**src/bubble_timing_pkg.sv**
```systemverilog
package bubble_timing_pkg;

    // widths that carry a meaning
    typedef logic [3:0]  phase_t;       // divider phase, 0..11
    typedef logic [9:0]  rot_count_t;   // MCLK count within one field rotation
    typedef logic [11:0] abs_pos_t;     // absolute loop position, 0..2052
    typedef logic [12:0] cycle_num_t;   // serial output cycle, all ones = no valid bit
    typedef logic [9:0]  page_count_t;  // page bit counter, 0..583
    typedef logic [6:0]  prop_count_t;  // propagation delay counter, 0..97

    // 48 MHz / 12 -> 4 MHz controller clock
    localparam phase_t divider_last      = 4'd11;
    localparam phase_t clkout_rise_phase = 4'd5;   // clkout goes high after this phase
    localparam phase_t clkout_fall_phase = 4'd11;  // and low after this one

    // controller grid sampling points, three per 4 MHz period
    localparam phase_t sample_phase_a    = 4'd3;
    localparam phase_t sample_phase_b    = 4'd7;
    localparam phase_t sample_phase_c    = 4'd11;

    // field rotation, 480 MCLK per turn once looping
    localparam rot_count_t rot_minus_x   = 10'd208; // rotation may stop here
    localparam rot_count_t rot_plus_y    = 10'd568; // end of turn, loop back
    localparam rot_count_t rot_wrap_to   = 10'd89;
    localparam rot_count_t rot_bin_start = 10'd88;  // first bubble-in point
    localparam rot_count_t rot_bout      = 10'd326; // detector output point, near -Y

    // loop geometry
    localparam abs_pos_t abs_pos_init    = 12'd1951;
    localparam abs_pos_t abs_pos_last    = 12'd2052; // 2053 positions per loop

    // output cycle numbering
    localparam prop_count_t prop_delay_last = 7'd97;   // 98 cycles to the detector
    localparam page_count_t page_last       = 10'd583; // 584 bits per page
    localparam cycle_num_t  bootloop_last   = 13'd4105; // two bootloops interleaved
    localparam cycle_num_t  cycle_invalid   = 13'd8191;
    localparam prop_count_t prop_idle       = 7'd127;  // not counting
    localparam page_count_t page_idle       = 10'd1023;

endpackage

```
**src/ftg_access_pkg.sv**
```systemverilog
package ftg_access_pkg;

    // bit 2 field rotates, bit 1 data moves, bit 0 page instead of bootloop
    typedef enum logic [2:0]
    {
        rst  = 3'b000,
        stby = 3'b001,
        idle = 3'b100,  // page seek
        swap = 3'b101,
        boot = 3'b110,
        user = 3'b111
    } access_state_t;

    // sampled controller strobes, active low: bss, booten, bsen, repen, swapen
    typedef logic [4:0] ctrl_bits_t;

    // what the sampler sees with the emulator disabled
    localparam ctrl_bits_t ctrl_disabled  = 5'b10111;

    // decode table vectors
    localparam ctrl_bits_t ctrl_rst_boot  = 5'b10111; // after power-up or a bootloop read
    localparam ctrl_bits_t ctrl_rst_page  = 5'b11111;
    localparam ctrl_bits_t ctrl_stby_boot = 5'b00111; // bss low, bootloop selected
    localparam ctrl_bits_t ctrl_stby_page = 5'b01111;
    localparam ctrl_bits_t ctrl_boot_read = 5'b10011; // field on, bootloop out
    localparam ctrl_bits_t ctrl_seek      = 5'b11011; // field on, no data
    localparam ctrl_bits_t ctrl_replicate = 5'b11001; // repen pulse
    localparam ctrl_bits_t ctrl_swap      = 5'b11010; // swapen pulse

endpackage

```
**src/bubble_timing_gen.sv**
```systemverilog
`timescale 1ns/1ns

module bubble_timing_gen
(
    input  logic MCLK,      // 48 MHz master clock
    input  logic reset,
    input  logic en_n,
    input  logic bss_n,
    input  logic bsen_n,
    input  logic repen_n,
    input  logic booten_n,
    input  logic swapen_n,
    output logic clkout,    // 4 MHz
    output ftg_access_pkg::access_state_t access_type,
    output bubble_timing_pkg::cycle_num_t bout_cycle_num,
    output logic bin_clk_en_n,
    output logic bout_clk_en_n,
    output bubble_timing_pkg::abs_pos_t   abs_pos
);

    import bubble_timing_pkg::*;
    import ftg_access_pkg::*;

    logic          sample_strobe;  // divider to decode
    access_state_t access_state;   // decode to rotation and result
    rot_count_t    rot_count;      // rotation to result

    assign access_type = access_state;

    ftg_clock_divider ftg_clock_divider_i
    (
        .MCLK          (MCLK),
        .reset         (reset),
        .clkout        (clkout),
        .sample_strobe (sample_strobe)
    );

    ftg_access_decode ftg_access_decode_i
    (
        .MCLK          (MCLK),
        .reset         (reset),
        .sample_strobe (sample_strobe),
        .en_n          (en_n),
        .bss_n         (bss_n),
        .bsen_n        (bsen_n),
        .repen_n       (repen_n),
        .booten_n      (booten_n),
        .swapen_n      (swapen_n),
        .access_type   (access_state)
    );

    ftg_field_rotation ftg_field_rotation_i
    (
        .MCLK        (MCLK),
        .reset       (reset),
        .access_type (access_state),
        .rot_count   (rot_count),
        .abs_pos     (abs_pos)
    );

    ftg_cycle_result ftg_cycle_result_i
    (
        .MCLK           (MCLK),
        .reset          (reset),
        .access_type    (access_state),
        .rot_count      (rot_count),
        .bout_cycle_num (bout_cycle_num),
        .bin_clk_en_n   (bin_clk_en_n),
        .bout_clk_en_n  (bout_clk_en_n)
    );

endmodule

```
**src/ftg_access_decode.sv**
```systemverilog
`timescale 1ns/1ns

module ftg_access_decode
(
    input  logic MCLK,
    input  logic reset,
    input  logic sample_strobe,
    input  logic en_n,      // emulator enable
    input  logic bss_n,     // shift start
    input  logic bsen_n,    // shift enable, field rotates while low
    input  logic repen_n,   // replicator enable
    input  logic booten_n,  // bootloop enable
    input  logic swapen_n,  // swap gate enable
    output ftg_access_pkg::access_state_t access_type
);

    import ftg_access_pkg::*;

    ctrl_bits_t    ctrl_raw;    // masked and folded, still asynchronous
    ctrl_bits_t    ctrl_meta;   // first synchronizer stage
    ctrl_bits_t    ctrl_sync;   // second stage
    ctrl_bits_t    ctrl_smp;    // held between sample points
    access_state_t state_next;

    // enable masking
    // repen is forced high while the bootloop is selected, so the page
    // replicator never fires during a bootloop read
    always_comb
    begin
        if (en_n)
            ctrl_raw = ctrl_disabled;
        else
            ctrl_raw = {bss_n, booten_n, bsen_n, repen_n | ~booten_n, swapen_n};
    end

    // two-flop synchronizer, then latch on the controller grid
    always_ff @(posedge MCLK)
    begin
        if (reset)
        begin
            ctrl_meta <= ctrl_disabled;
            ctrl_sync <= ctrl_disabled;
            ctrl_smp  <= ctrl_disabled;
        end
        else
        begin
            ctrl_meta <= ctrl_raw;
            ctrl_sync <= ctrl_meta;
            if (sample_strobe)
                ctrl_smp <= ctrl_sync;  // phases 3, 7, 11 only
        end
    end

    // access state decode
    always_comb
    begin
        case (ctrl_smp)
            ctrl_rst_boot, ctrl_rst_page:
                // controller idle, standby survives it
                state_next = (access_type == stby) ? stby : rst;
            ctrl_stby_boot, ctrl_stby_page:
                // bss seen
                state_next = (access_type == rst) ? stby : access_type;
            ctrl_boot_read:
            begin
                if (access_type == stby || access_type == boot || access_type == rst)
                    state_next = boot;
                else
                    state_next = access_type;
            end
            ctrl_seek:
                // page seek, also held during a page load
                state_next = (access_type == stby || access_type == rst) ? idle : access_type;
            ctrl_replicate:
                state_next = (access_type == idle) ? user : access_type;
            ctrl_swap:
                state_next = (access_type == idle) ? swap : access_type;
            default:
                state_next = access_type;  // unlisted vectors hold
        endcase
    end

    // state updates the cycle after the latch
    always_ff @(posedge MCLK)
    begin
        if (reset)
            access_type <= rst;
        else
            access_type <= state_next;
    end

endmodule

```
**src/ftg_clock_divider.sv**
```systemverilog
`timescale 1ns/1ns

module ftg_clock_divider
(
    input  logic MCLK,
    input  logic reset,
    output logic clkout,        // 4 MHz to the bubble memory controller
    output logic sample_strobe  // one MCLK wide, three per clkout period
);

    import bubble_timing_pkg::*;

    phase_t phase;  // 0..11 within one clkout period

    // phase counter and registered clkout
    always_ff @(posedge MCLK)
    begin
        if (reset)
        begin
            phase  <= '0;
            clkout <= 1'b1;  // comes out of reset high
        end
        else
        begin
            if (phase == divider_last)
                phase <= '0;
            else
                phase <= phase + 4'd1;

            // six cycles high, six low
            if (phase == clkout_rise_phase)
                clkout <= 1'b1;
            else if (phase == clkout_fall_phase)
                clkout <= 1'b0;  // controller launches its strobes here
        end
    end

    // sampling points locked to the controller grid
    // phase 11 coincides with the clkout fall
    assign sample_strobe = (phase == sample_phase_a)
                        || (phase == sample_phase_b)
                        || (phase == sample_phase_c);

endmodule

```
**src/ftg_cycle_result.sv**
```systemverilog
`timescale 1ns/1ns

module ftg_cycle_result
(
    input  logic MCLK,
    input  logic reset,
    input  ftg_access_pkg::access_state_t access_type,
    input  bubble_timing_pkg::rot_count_t rot_count,
    output bubble_timing_pkg::cycle_num_t bout_cycle_num,  // serial bit number
    output logic bin_clk_en_n,   // sample write data
    output logic bout_clk_en_n   // launch read data
);

    import bubble_timing_pkg::*;
    import ftg_access_pkg::*;

    prop_count_t prop_cnt;   // bits still travelling to the detector
    page_count_t page_cnt;
    cycle_num_t  boot_cnt;   // runs with the loop, whatever the access
    prop_count_t prop_next;
    page_count_t page_next;
    cycle_num_t  boot_next;
    logic        data_on;    // boot or user
    logic        page_sel;   // user rather than boot
    logic        prop_busy;

    assign data_on  = access_type[1];
    assign page_sel = access_type[0];

    // first 98 updates see an empty track
    assign prop_busy = (prop_cnt == prop_idle) || (prop_cnt < prop_delay_last);

    // next values
    always_comb
    begin
        prop_next = (prop_cnt == prop_idle) ? '0 : prop_cnt + 7'd1;
        page_next = (page_cnt == page_idle) ? '0 : page_cnt + 10'd1;
        boot_next = (boot_cnt == bootloop_last) ? '0 : boot_cnt + 13'd1;
    end

    // cycle numbering
    // updates once per turn at +Y
    always_ff @(posedge MCLK)
    begin
        if (reset)
        begin
            bout_cycle_num <= cycle_invalid;
            prop_cnt       <= prop_idle;
            page_cnt       <= page_idle;
            boot_cnt       <= cycle_num_t'(abs_pos_init);  // bootloop starts in step
        end
        else if (rot_count == '0)
        begin
            if (access_type == rst)  // field parked and controller reset
            begin
                bout_cycle_num <= cycle_invalid;
                prop_cnt       <= prop_idle;
                page_cnt       <= page_idle;
            end
        end
        else if (rot_count == rot_plus_y)
        begin
            boot_cnt <= boot_next;
            if (!data_on)  // seek or swap, nothing leaves the chip
            begin
                bout_cycle_num <= cycle_invalid;
                prop_cnt       <= prop_idle;
                page_cnt       <= page_idle;
            end
            else if (prop_busy)
            begin
                bout_cycle_num <= cycle_invalid;
                prop_cnt       <= prop_next;
                page_cnt       <= page_idle;
            end
            else if (!page_sel)
            begin
                bout_cycle_num <= boot_next;  // bootloop bits follow the loop
                page_cnt       <= page_idle;
            end
            else if (page_cnt == page_idle || page_cnt < page_last)
            begin
                bout_cycle_num <= cycle_num_t'(page_next);
                page_cnt       <= page_next;
            end
            // page complete, last bit number holds
        end
    end

    // clock enables
    // one MCLK low, registered off the count
    always_ff @(posedge MCLK)
    begin
        if (reset)
        begin
            bin_clk_en_n  <= 1'b1;
            bout_clk_en_n <= 1'b1;
        end
        else
        begin
            bin_clk_en_n  <= !(rot_count == rot_bin_start || rot_count == rot_plus_y);
            bout_clk_en_n <= !(rot_count == rot_bout);  // detector latch point
        end
    end

endmodule

```
**src/ftg_field_rotation.sv**
```systemverilog
`timescale 1ns/1ns

module ftg_field_rotation
(
    input  logic MCLK,
    input  logic reset,
    input  ftg_access_pkg::access_state_t access_type,
    output bubble_timing_pkg::rot_count_t rot_count,  // 0 while parked
    output bubble_timing_pkg::abs_pos_t   abs_pos
);

    import bubble_timing_pkg::*;

    logic field_on;  // access state asks for rotation
    logic at_plus_y;

    assign field_on  = access_type[2];
    assign at_plus_y = (rot_count == rot_plus_y);

    // field rotation counter
    // first turn runs 1..568, every later turn 89..568, i.e. 480 MCLK
    always_ff @(posedge MCLK)
    begin
        if (reset)
        begin
            rot_count <= '0;
        end
        else if (at_plus_y)
        begin
            rot_count <= rot_wrap_to;  // next turn
        end
        else if ((rot_count == '0 || rot_count == rot_minus_x) && !field_on)
        begin
            rot_count <= '0;  // parked, or stopping at -X
        end
        else
        begin
            rot_count <= rot_count + 10'd1;
        end
    end

    // absolute position
    // one step per turn, taken at +Y
    always_ff @(posedge MCLK)
    begin
        if (reset)
        begin
            abs_pos <= abs_pos_init;
        end
        else if (at_plus_y)
        begin
            if (abs_pos == abs_pos_last)
                abs_pos <= '0;  // 2053 positions per loop
            else
                abs_pos <= abs_pos + 12'd1;
        end
    end

endmodule

```
**config.mk**
```make
export PLATFORM = sky130hd
export DESIGN_NAME = bubble_timing_gen
export DESIGN_NICKNAME = d
export VERILOG_FILES = /design/src/bubble_timing_pkg.sv /design/src/ftg_access_pkg.sv /design/src/bubble_timing_gen.sv /design/src/ftg_access_decode.sv /design/src/ftg_clock_divider.sv /design/src/ftg_cycle_result.sv /design/src/ftg_field_rotation.sv
export SDC_FILE = /design/constraint.sdc
export NUM_CORES = 1
export LEC_CHECK = 0
export ABC_AREA = 1
export CAP_MARGIN = 20
export CORE_ASPECT_RATIO = 1.2
export CORE_MARGIN = 1
export CORE_UTILIZATION = 63
export DETAILED_ROUTE_END_ITERATION = 12
export DONT_BUFFER_PORTS = 1
export PLACE_DENSITY_LB_ADDON = 0.3
export SETUP_SLACK_MARGIN = 0.5
export SLEW_MARGIN = 20
export SYNTH_ARGS = -nofsm -noshare
export SYNTH_HDL_FRONTEND = slang
export SYNTH_SLANG_ARGS = --single-unit
```
**constraint.sdc**
```tcl
create_clock -name MCLK -period 2.2 [get_ports MCLK]
set_clock_uncertainty 0.2 [all_clocks]
set_input_delay 0.11 -clock MCLK [delete_from_list [all_inputs] [get_ports MCLK]]
set_output_delay 0.11 -clock MCLK [all_outputs]
set_load 0.01 [all_outputs]
```
==> results.json, run 1 <==
{
  "yosysTopAreaCellShare_pct": 38.8,
  "h-tree-depth": 3,
  "cts_buffers": 9,
  "cts_sinks": 90,
  "cts-root-buf": "clkbuf_8",
  "die_x_um": 80.4,
  "start_util_pct": 66.5,
  "die_h_um": 96.0,
  "avgSynthCellArea_um2": 7.05,
  "dpl.cell_count": 740,
  "synth_top_area_cell": "dfxtp_1",
  "ios": 39,
  "clockBufferDepth": 2,
  "synth_cells": 658,
  "synth-seq-cells": 90,
  "ys_types": 37,
  "yosys-top-cells-area": "dfxtp_1 39%, nand3_1 14%, nand2_1 11%, nor2_1 5.7%, inv_1 5.6%",
  "grt_max_degree": 22,
  "place_area_mm2": 0.00480,
  "netlist_area_mm2": 0.00464,
  "place.port_buffers": 0,
  "stop_stage": "5_1_grt",
  "dp_hpwl_um": 7580,
  "gr-total-overflow": 5,
  "track_usage_pct": 74.7,
  "synth_seq_area_share_pct": 38.8,
  "worstEpCategory": "register data pin",
  "grt-worst-endpoint": "ftg_cycle_result_i.page_cnt[5]$_SDFFE_PP1P_/D",
  "fp-row-count": 33,
  "syn_nets": 677,
  "yosys_warnings": 0,
  "status": "aborted with a tool error",
  "gp_congestion": 0.909,
  "error": "[ERROR GRT-0232] Routing congestion too high. Check the congestion heatmap in the GUI."
}
[layer usage]
layer	GRT overflow	global-route usage (%)
met2	0	91.7
met4	4	79.8
met5	0	25.0
met1	0	71.5
met3	1	60.5
[cells in the mapped netlist (all sizes together)]
master and count:
clkinv 2, clkbuf 8, nor2 77, nand3b 4, o21bai 1, xor2 15, nand2 147, nor4 2
nand3 132, nor3b 3, a31oi 1, o211ai 6, or2 8, ha 11, dfxtp 90, o31ai 1
xnor2 1, inv 69, o22ai 3, and3 1, a21oi 13, o21ai 18, a22oi 9, a21o 1
buf 13, nor3 6, nand4 16
[cells by family after synthesis]
kind of cell             count (synthesis)  share of synthesized area, %
XOR/XNOR                                16                          3.02
buffers and inverters                   92                          8.57
AO/OA/AOI/OAI                           53                          6.79
adder cells (fa/ha/maj)                 11                          2.97
AND/OR/NAND/NOR                        396                          39.8
flip-flops                              90                          38.8
[stage by stage]
| step | utilization [%] | worst slack (ns) |
|---|---|---|
| after floorplan | - | 0.495 |
| after global placement | 68.8 | 0.246 |
| after detailed placement | 68.8 | 0.134 |
| after CTS | 85.7 | 0.396 |
[timing repair]
action	in CTS
setup endpoints to repair	60
hold endpoints to repair	50
buffers inserted	35
pin swaps	27
resized for setup	93
gates cloned	10
hold buffers	17
==> run 2, diff against run 1 <==
Settings changed: CORE_ASPECT_RATIO 1.2 to default, CORE_UTILIZATION 63 to 40, PLACE_DENSITY_LB_ADDON 0.3 to 0.15, SETUP_SLACK_MARGIN 0.5 to default.
==> run 2 against run 1 <==
The run now ends clean. Synthesized area stayed put. Synthesized cell count is the same.
==> results.json, run 2 <==
{
  "power.leakage_nw": 2.58,
  "fin_crit_ns": 2.01,
  "maxCapViolations": 0,
  "place.port_buffers": 0,
  "r2r_start": "ftg_field_rotation_i.rot_count[0]",
  "period_share_pct": 91.6,
  "h-tree-depth": 3,
  "min_to": "ftg_access_decode_i.ctrl_sync[3]",
  "yosys-top-cells-count": "142 x nand2_1, 130 x nand3_1, 90 x dfxtp_1",
  "setup_viol": 0,
  "avgSynthCellArea_um2": 7.05,
  "async_reset_ff_share_pct": 0,
  "cts_tree": "yes",
  "synth_cells": 658,
  "critPathMaxFanout": 14,
  "min_from": "reset",
  "dp_hpwl_um": 7660,
  "antenna_left": 0,
  "track_usage_pct": 19.7,
  "synth_top_area_cell": "dfxtp_1",
  "final_common_cell": "nand2_1",
  "die_h_um": 110,
  "vias": 4251,
  "ir_drop_mv": 0.448,
  "critPathKind": "flip-flop to flip-flop",
  "endpoint_kind": "flip-flop",
  "hold_path_depth": 2,
  "grt_max_degree": 25,
  "slew_headroom_pct": 44.1,
  "start_kind": "flip-flop",
  "dpl.cell_count": 798,
  "yosys_warnings": 0,
  "drtIter0Drc": 213,
  "insertion_delay_ns": 0.34,
  "rrSetupSlack_ns": 0.19,
  "r2r_end": "ftg_cycle_result_i.bout_cycle_num[2]",
  "rsz0062_at_grt": "no",
  "slew_violations": 0,
  "syn_nets": 677,
  "routed_wl_um": 10700,
  "area_delta_synth_final_pct": 13.9,
  "dr.pass1.iters": 4,
  "mostFrequentLayoutCells": "142 x nand2_1, 130 x nand3_1, 90 x dfxtp_1",
  "num-nets-final": 702,
  "core_area_mm2": 0.0111,
  "ys_types": 37,
  "die_x_um": 110,
  "synth_seq_area_share_pct": 38.8,
  "tightest_slew_ns": 0.839,
  "hold_violations": 0,
  "hold_slack_ns": 0.187,
  "yosys-top-cells-area": "dfxtp_1 39%, nand3_1 14%, nand2_1 11%, nor2_1 5.7%, inv_1 5.6%",
  "fmax_mhz": 496,
  "ff2ff_path_depth": 11,
  "path_clk_slew_ns": 0.06,
  "routedWlPerCell_um": 13.0,
  "drive_gt1_share_pct": 9.04,
  "synth.most_common_cell": "nand2_1",
  "synthFlopType": "dfxtp_1",
  "antenna_cells": 0,
  "cts_sinks": 90,
  "ios": 39,
  "antenna_found_initial": 0,
  "power.density_mw_per_mm2": 885,
  "gp_congestion": 0.817,
  "crit_required_ns": 2.23,
  "synth_edf_count": 0,
  "fp-row-count": 38,
  "fillers": 1122,
  "cp.arrival_ns": 2.04,
  "start_util_pct": 41.9,
  "synth-seq-cells": 90,
  "clockBufferDepth": 2,
  "status": "completed",
  "hold_path_class": "input port to flip-flop",
  "cts-root-buf": "clkbuf_16",
  "yosysTopAreaCellShare_pct": 38.8,
  "grt_pass1_vias": 4000,
  "netlist_area_mm2": 0.00464,
  "drc": 0,
  "dieArea_mm2": 0.0120,
  "instances_no_fill": 826,
  "vias_per_cell": 5.15,
  "largestRegisters": "ftg_cycle_result_i.boot_cnt: 13 flops, ftg_cycle_result_i.bout_cycle_num: 13 flops, ftg_field_rotation_i.abs_pos: 12 flops",
  "gr-total-overflow": 0,
  "grt_pass1_wl_um": 18400,
  "cts_buffers": 9,
  "critPathLaunch": "ftg_field_rotation_i.rot_count[0]"
}
[run 2: worst max-delay path, cell delays in order, from the launching register on]
cell	delay (ns)
dfxtp_1	0.36
inv_1	0.08
ha_1	0.21
nand2_1	0.12
nor2_1	0.07
nand2_1	0.08
nand2_1	0.12
nor2_4	0.21
buf_12	0.16
nand3_1	0.11
nand3_1	0.12
nand3_1	0.07
[run 2: cell families after synthesis]
group	after synthesis	synth area share (%)
flops	90	38.8
fa+ha+maj	11	2.97
compound gates	53	6.79
buf+inv	92	8.57
simple gates	396	39.8
xor+xnor	16	3.02
[run 2: layout make-up]
| cell class | count | area, µm² | share of cell area (%) |
|---|---|---|---|
| clock buffer | 10 | 229 | 4.33 |
| clock inverter | 4 | 45.0 | 0.852 |
| inverter | 71 | 270 | 5.11 |
| multi-input combinational | 476 | 2450 | 46.4 |
| sequential | 90 | 1800 | 34.1 |
| tap | 140 | 175 | 3.31 |
| timing repair buffer | 35 | 313 | 5.92 |
[run 2: power by group]
group	total, mW	internal (mW)	switching [mW]
Combinational	1.29	0.474	0.816
Clock	1.47	0.862	0.612
Sequential	1.92	1.77	0.149
[run 2: what timing repair did]
item,in CTS,in global routing
endpoints found under the hold margin,50,0
resized for setup,1,5
setup endpoints to repair,4,12
buffers inserted,0,0
hold buffers,14,0
gates cloned,0,0
[run 2: worst max-delay path by stage]
stage / end / slack (ns)
6_report: ftg_cycle_result_i.bout_cycle_num[2] / 0.19
5_1_grt: ftg_cycle_result_i.page_cnt[9] / 0.004
4_1_cts: ftg_cycle_result_i.bout_cycle_num[9] / 0.009
3_5_place_dp: ftg_cycle_result_i.boot_cnt[5] / -0.06
3_3_place_gp: ftg_cycle_result_i.boot_cnt[12] / 0.05
2_1_floorplan: ftg_cycle_result_i.bout_cycle_num[0] / 0.35
[run 2: metrics by stage]
| stage | instance area, µm² | setup WS, ns | utilization [%] | total power [mW] | setup TNS [ns] |
|---|---|---|---|---|---|
| after floorplan | 4640 | 0.345 | - | 2.95 | 0 |
| after global placement | 4850 | 0.0485 | 43.8 | 3.21 | 0 |
| after detailed placement | 4850 | -0.0575 | 43.8 | 3.22 | -0.171 |
| after CTS | 5270 | 0.00936 | 47.6 | 4.75 | 0 |
| after global routing | 5290 | 0.00376 | 47.7 | 5.01 | 0 |
| final | 5290 | 0.185 | 47.7 | 4.68 | 0 |
[run 2: routing by layer]
metal,global-route usage (%),share of wire [%],up-vias
li1,-,-,2225
met1,24.8,48,1949
met2,33.0,46,61
met3,3.85,3.4,16
met4,8.00,2.0,0
met5,0,0,-
(Power assumes the default switching activity.)
==> run 3, diff against run 2 <==
Settings changed: BUFFER_PORTS_ARGS from default to -buffer_cell sky130_fd_sc_hd__buf_2, CORE_UTILIZATION 40 to 60, DONT_BUFFER_PORTS 1 to default.
==> run 3 against run 2 <==
Non-clock buffer count up 26. Critical path type unchanged. Sequential share of layout area rose by 0.26 points. First-iteration DRC count up 14%. Sequential power hardly changed. Maximum frequency shrank 1.8%. Setup slack got worse by 0.037 ns. Die area is 33% lower. Via count increased by 6.0%. Clock power is 22% lower. Count of clock-buffer cells in the layout decreased by 1. Combinational power increased by 4%.
==> results.json, run 3 (synthesis results as in run 2) <==
{
  "status": "completed",
  "regArea_mm2": 0.00180,
  "crit_family": "simple AND/OR/NAND/NOR gates",
  "grt_pass1_wl_um": 18100,
  "cts-root-buf": "clkbuf_8",
  "hold_violations": 0,
  "dieArea_mm2": 0.00809,
  "place_area_mm2": 0.00494,
  "largestRegisters": "ftg_cycle_result_i.boot_cnt: 13 flops, ftg_cycle_result_i.bout_cycle_num: 13 flops, ftg_field_rotation_i.abs_pos: 12 flops",
  "dp_slack_ns": -0.0427,
  "fin_ws_ns": 0.148,
  "hold_slack_ns": 0.216,
  "wl_met1_um": 4800,
  "routedWlPerCell_um": 13.0,
  "mostFrequentLayoutCells": "142 x nand2_1, 130 x nand3_1, 89 x dfxtp_1",
  "fmax_mhz": 487,
  "cp.arrival_ns": 2.09,
  "critical_path.max_stage_delay_ns": 0.40,
  "drive_gt1_share_pct": 13.4,
  "dr.pass1.iters": 6,
  "multi_input_area_mm2": 0.00246,
  "slew_violations": 0,
  "power.leakage_nw": 2.59,
  "dp_hpwl_um": 7370,
  "die_h_um": 89.9,
  "hold_path_depth": 2,
  "crit_chain": "ha_2 -> nand4_1 -> nand3_1 -> inv_1 -> nand2_1 -> nand2_4 -> buf_4 -> nand3_1 -> nand3_1",
  "gr-total-overflow": 0,
  "critPathMaxFanout": 18,
  "cpMaxStageDelayCell": "dfxtp_1",
  "total_power_mw": 4.39,
  "core_area_mm2": 0.00737,
  "hold_path_class": "flip-flop to flip-flop",
  "met2_length_um": 5110,
  "path_buf_inv": 2,
  "die_x_um": 89.9,
  "cp.depth": 9,
  "routed_wl_um": 10500,
  "antenna_left": 0,
  "insertion_delay_ns": 0.37,
  "grt_max_degree": 38,
  "grt_pass1_vias": 4078,
  "fp-row-count": 31,
  "antenna_cells": 0,
  "cpMostUsedCell": "nand3_1",
  "tightest_slew_ns": 0.539,
  "ios": 39,
  "ff2ff_path_depth": 9,
  "place.port_buffers": 38,
  "maxCapViolations": 0,
  "fin_crit_ns": 2.05,
  "dpl.cell_count": 788,
  "gp_congestion": 0.879,
  "start_kind": "flip-flop",
  "fillers": 598,
  "drc": 0,
  "fin_setup_tns_ns": 0,
  "track_usage_pct": 26.8,
  "area_delta_synth_final_pct": 13.2,
  "endpoint_kind": "flip-flop",
  "slew_headroom_pct": 64.0,
  "clockBufferDepth": 2,
  "cts_buffers": 9,
  "antenna_found_initial": 0,
  "period_share_pct": 93.3,
  "dr_wl_met3_um": 493,
  "drtIter0Drc": 242,
  "fin_area_mm2": 0.00525,
  "ir_drop_mv": 0.452,
  "vias": 4506,
  "cts_tree": "yes",
  "h-tree-depth": 3,
  "routed.top_layer": "met4",
  "cts_sinks": 90,
  "vias_per_cell": 5.54,
  "start_util_pct": 63.0,
  "instances_no_fill": 813,
  "path_clk_slew_ns": 0.11,
  "power.density_mw_per_mm2": 836,
  "setup_viol": 0,
  "critPathKind": "flip-flop to flip-flop",
  "num-nets-final": 728,
  "final_common_cell": "nand2_1",
  "finish.utilization_pct": 71.3,
  "crit_required_ns": 2.24
}
-- run 3: cell type report --
cell class | instances | area share, %
inverters | 71 | 5.08
well taps | 99 | 2.36
flip-flops and latches | 90 | 34.3
clock buffers | 9 | 2.36
multi-input cells | 476 | 46.8
repair buffers | 61 | 7.58
clock inverters | 7 | 1.50
-- run 3: worst paths after layout --
kind / startpoint / end / slack (ns)
setup / recovery: ftg_cycle_result_i.prop_cnt[1] / ftg_cycle_result_i.bout_cycle_num[7] / 0.15
setup reg to reg: ftg_cycle_result_i.prop_cnt[1] / ftg_cycle_result_i.bout_cycle_num[7] / 0.15
hold / removal: ftg_access_decode_i.ctrl_meta[3] / ftg_access_decode_i.ctrl_sync[3] / 0.22
hold reg to reg: ftg_access_decode_i.ctrl_meta[3] / ftg_access_decode_i.ctrl_sync[3] / 0.22
-- run 3: report_power, final --
part           internal [mW]  switching [mW]
clock                  0.460           0.688
combinational          0.474           0.869
sequential              1.77           0.132
total                   2.70            1.69
-- run 3: repair_timing --
action,in CTS,in global routing
resized for setup,1,4
buffers inserted,0,0
endpoints found under the hold margin,8,0
hold buffers,9,0
setup endpoints to repair,4,19
-- run 3: worst reg2reg max path, stage by stage, from the launching register on --
cell     delay, ns
dfxtp_1       0.40
ha_2          0.24
nand4_1       0.15
nand3_1       0.20
inv_1         0.07
nand2_1       0.10
nand2_4       0.16
buf_4         0.24
nand3_1       0.09
nand3_1       0.08
-- run 3: per-layer routing --
metal | track usage [%] | vias to the layer above
met4 | 8.06 | 0
met2 | 47.1 | 134
met3 | 5.25 | 16
met1 | 33.2 | 2078
met5 | 0 | -
li1 | - | 2278
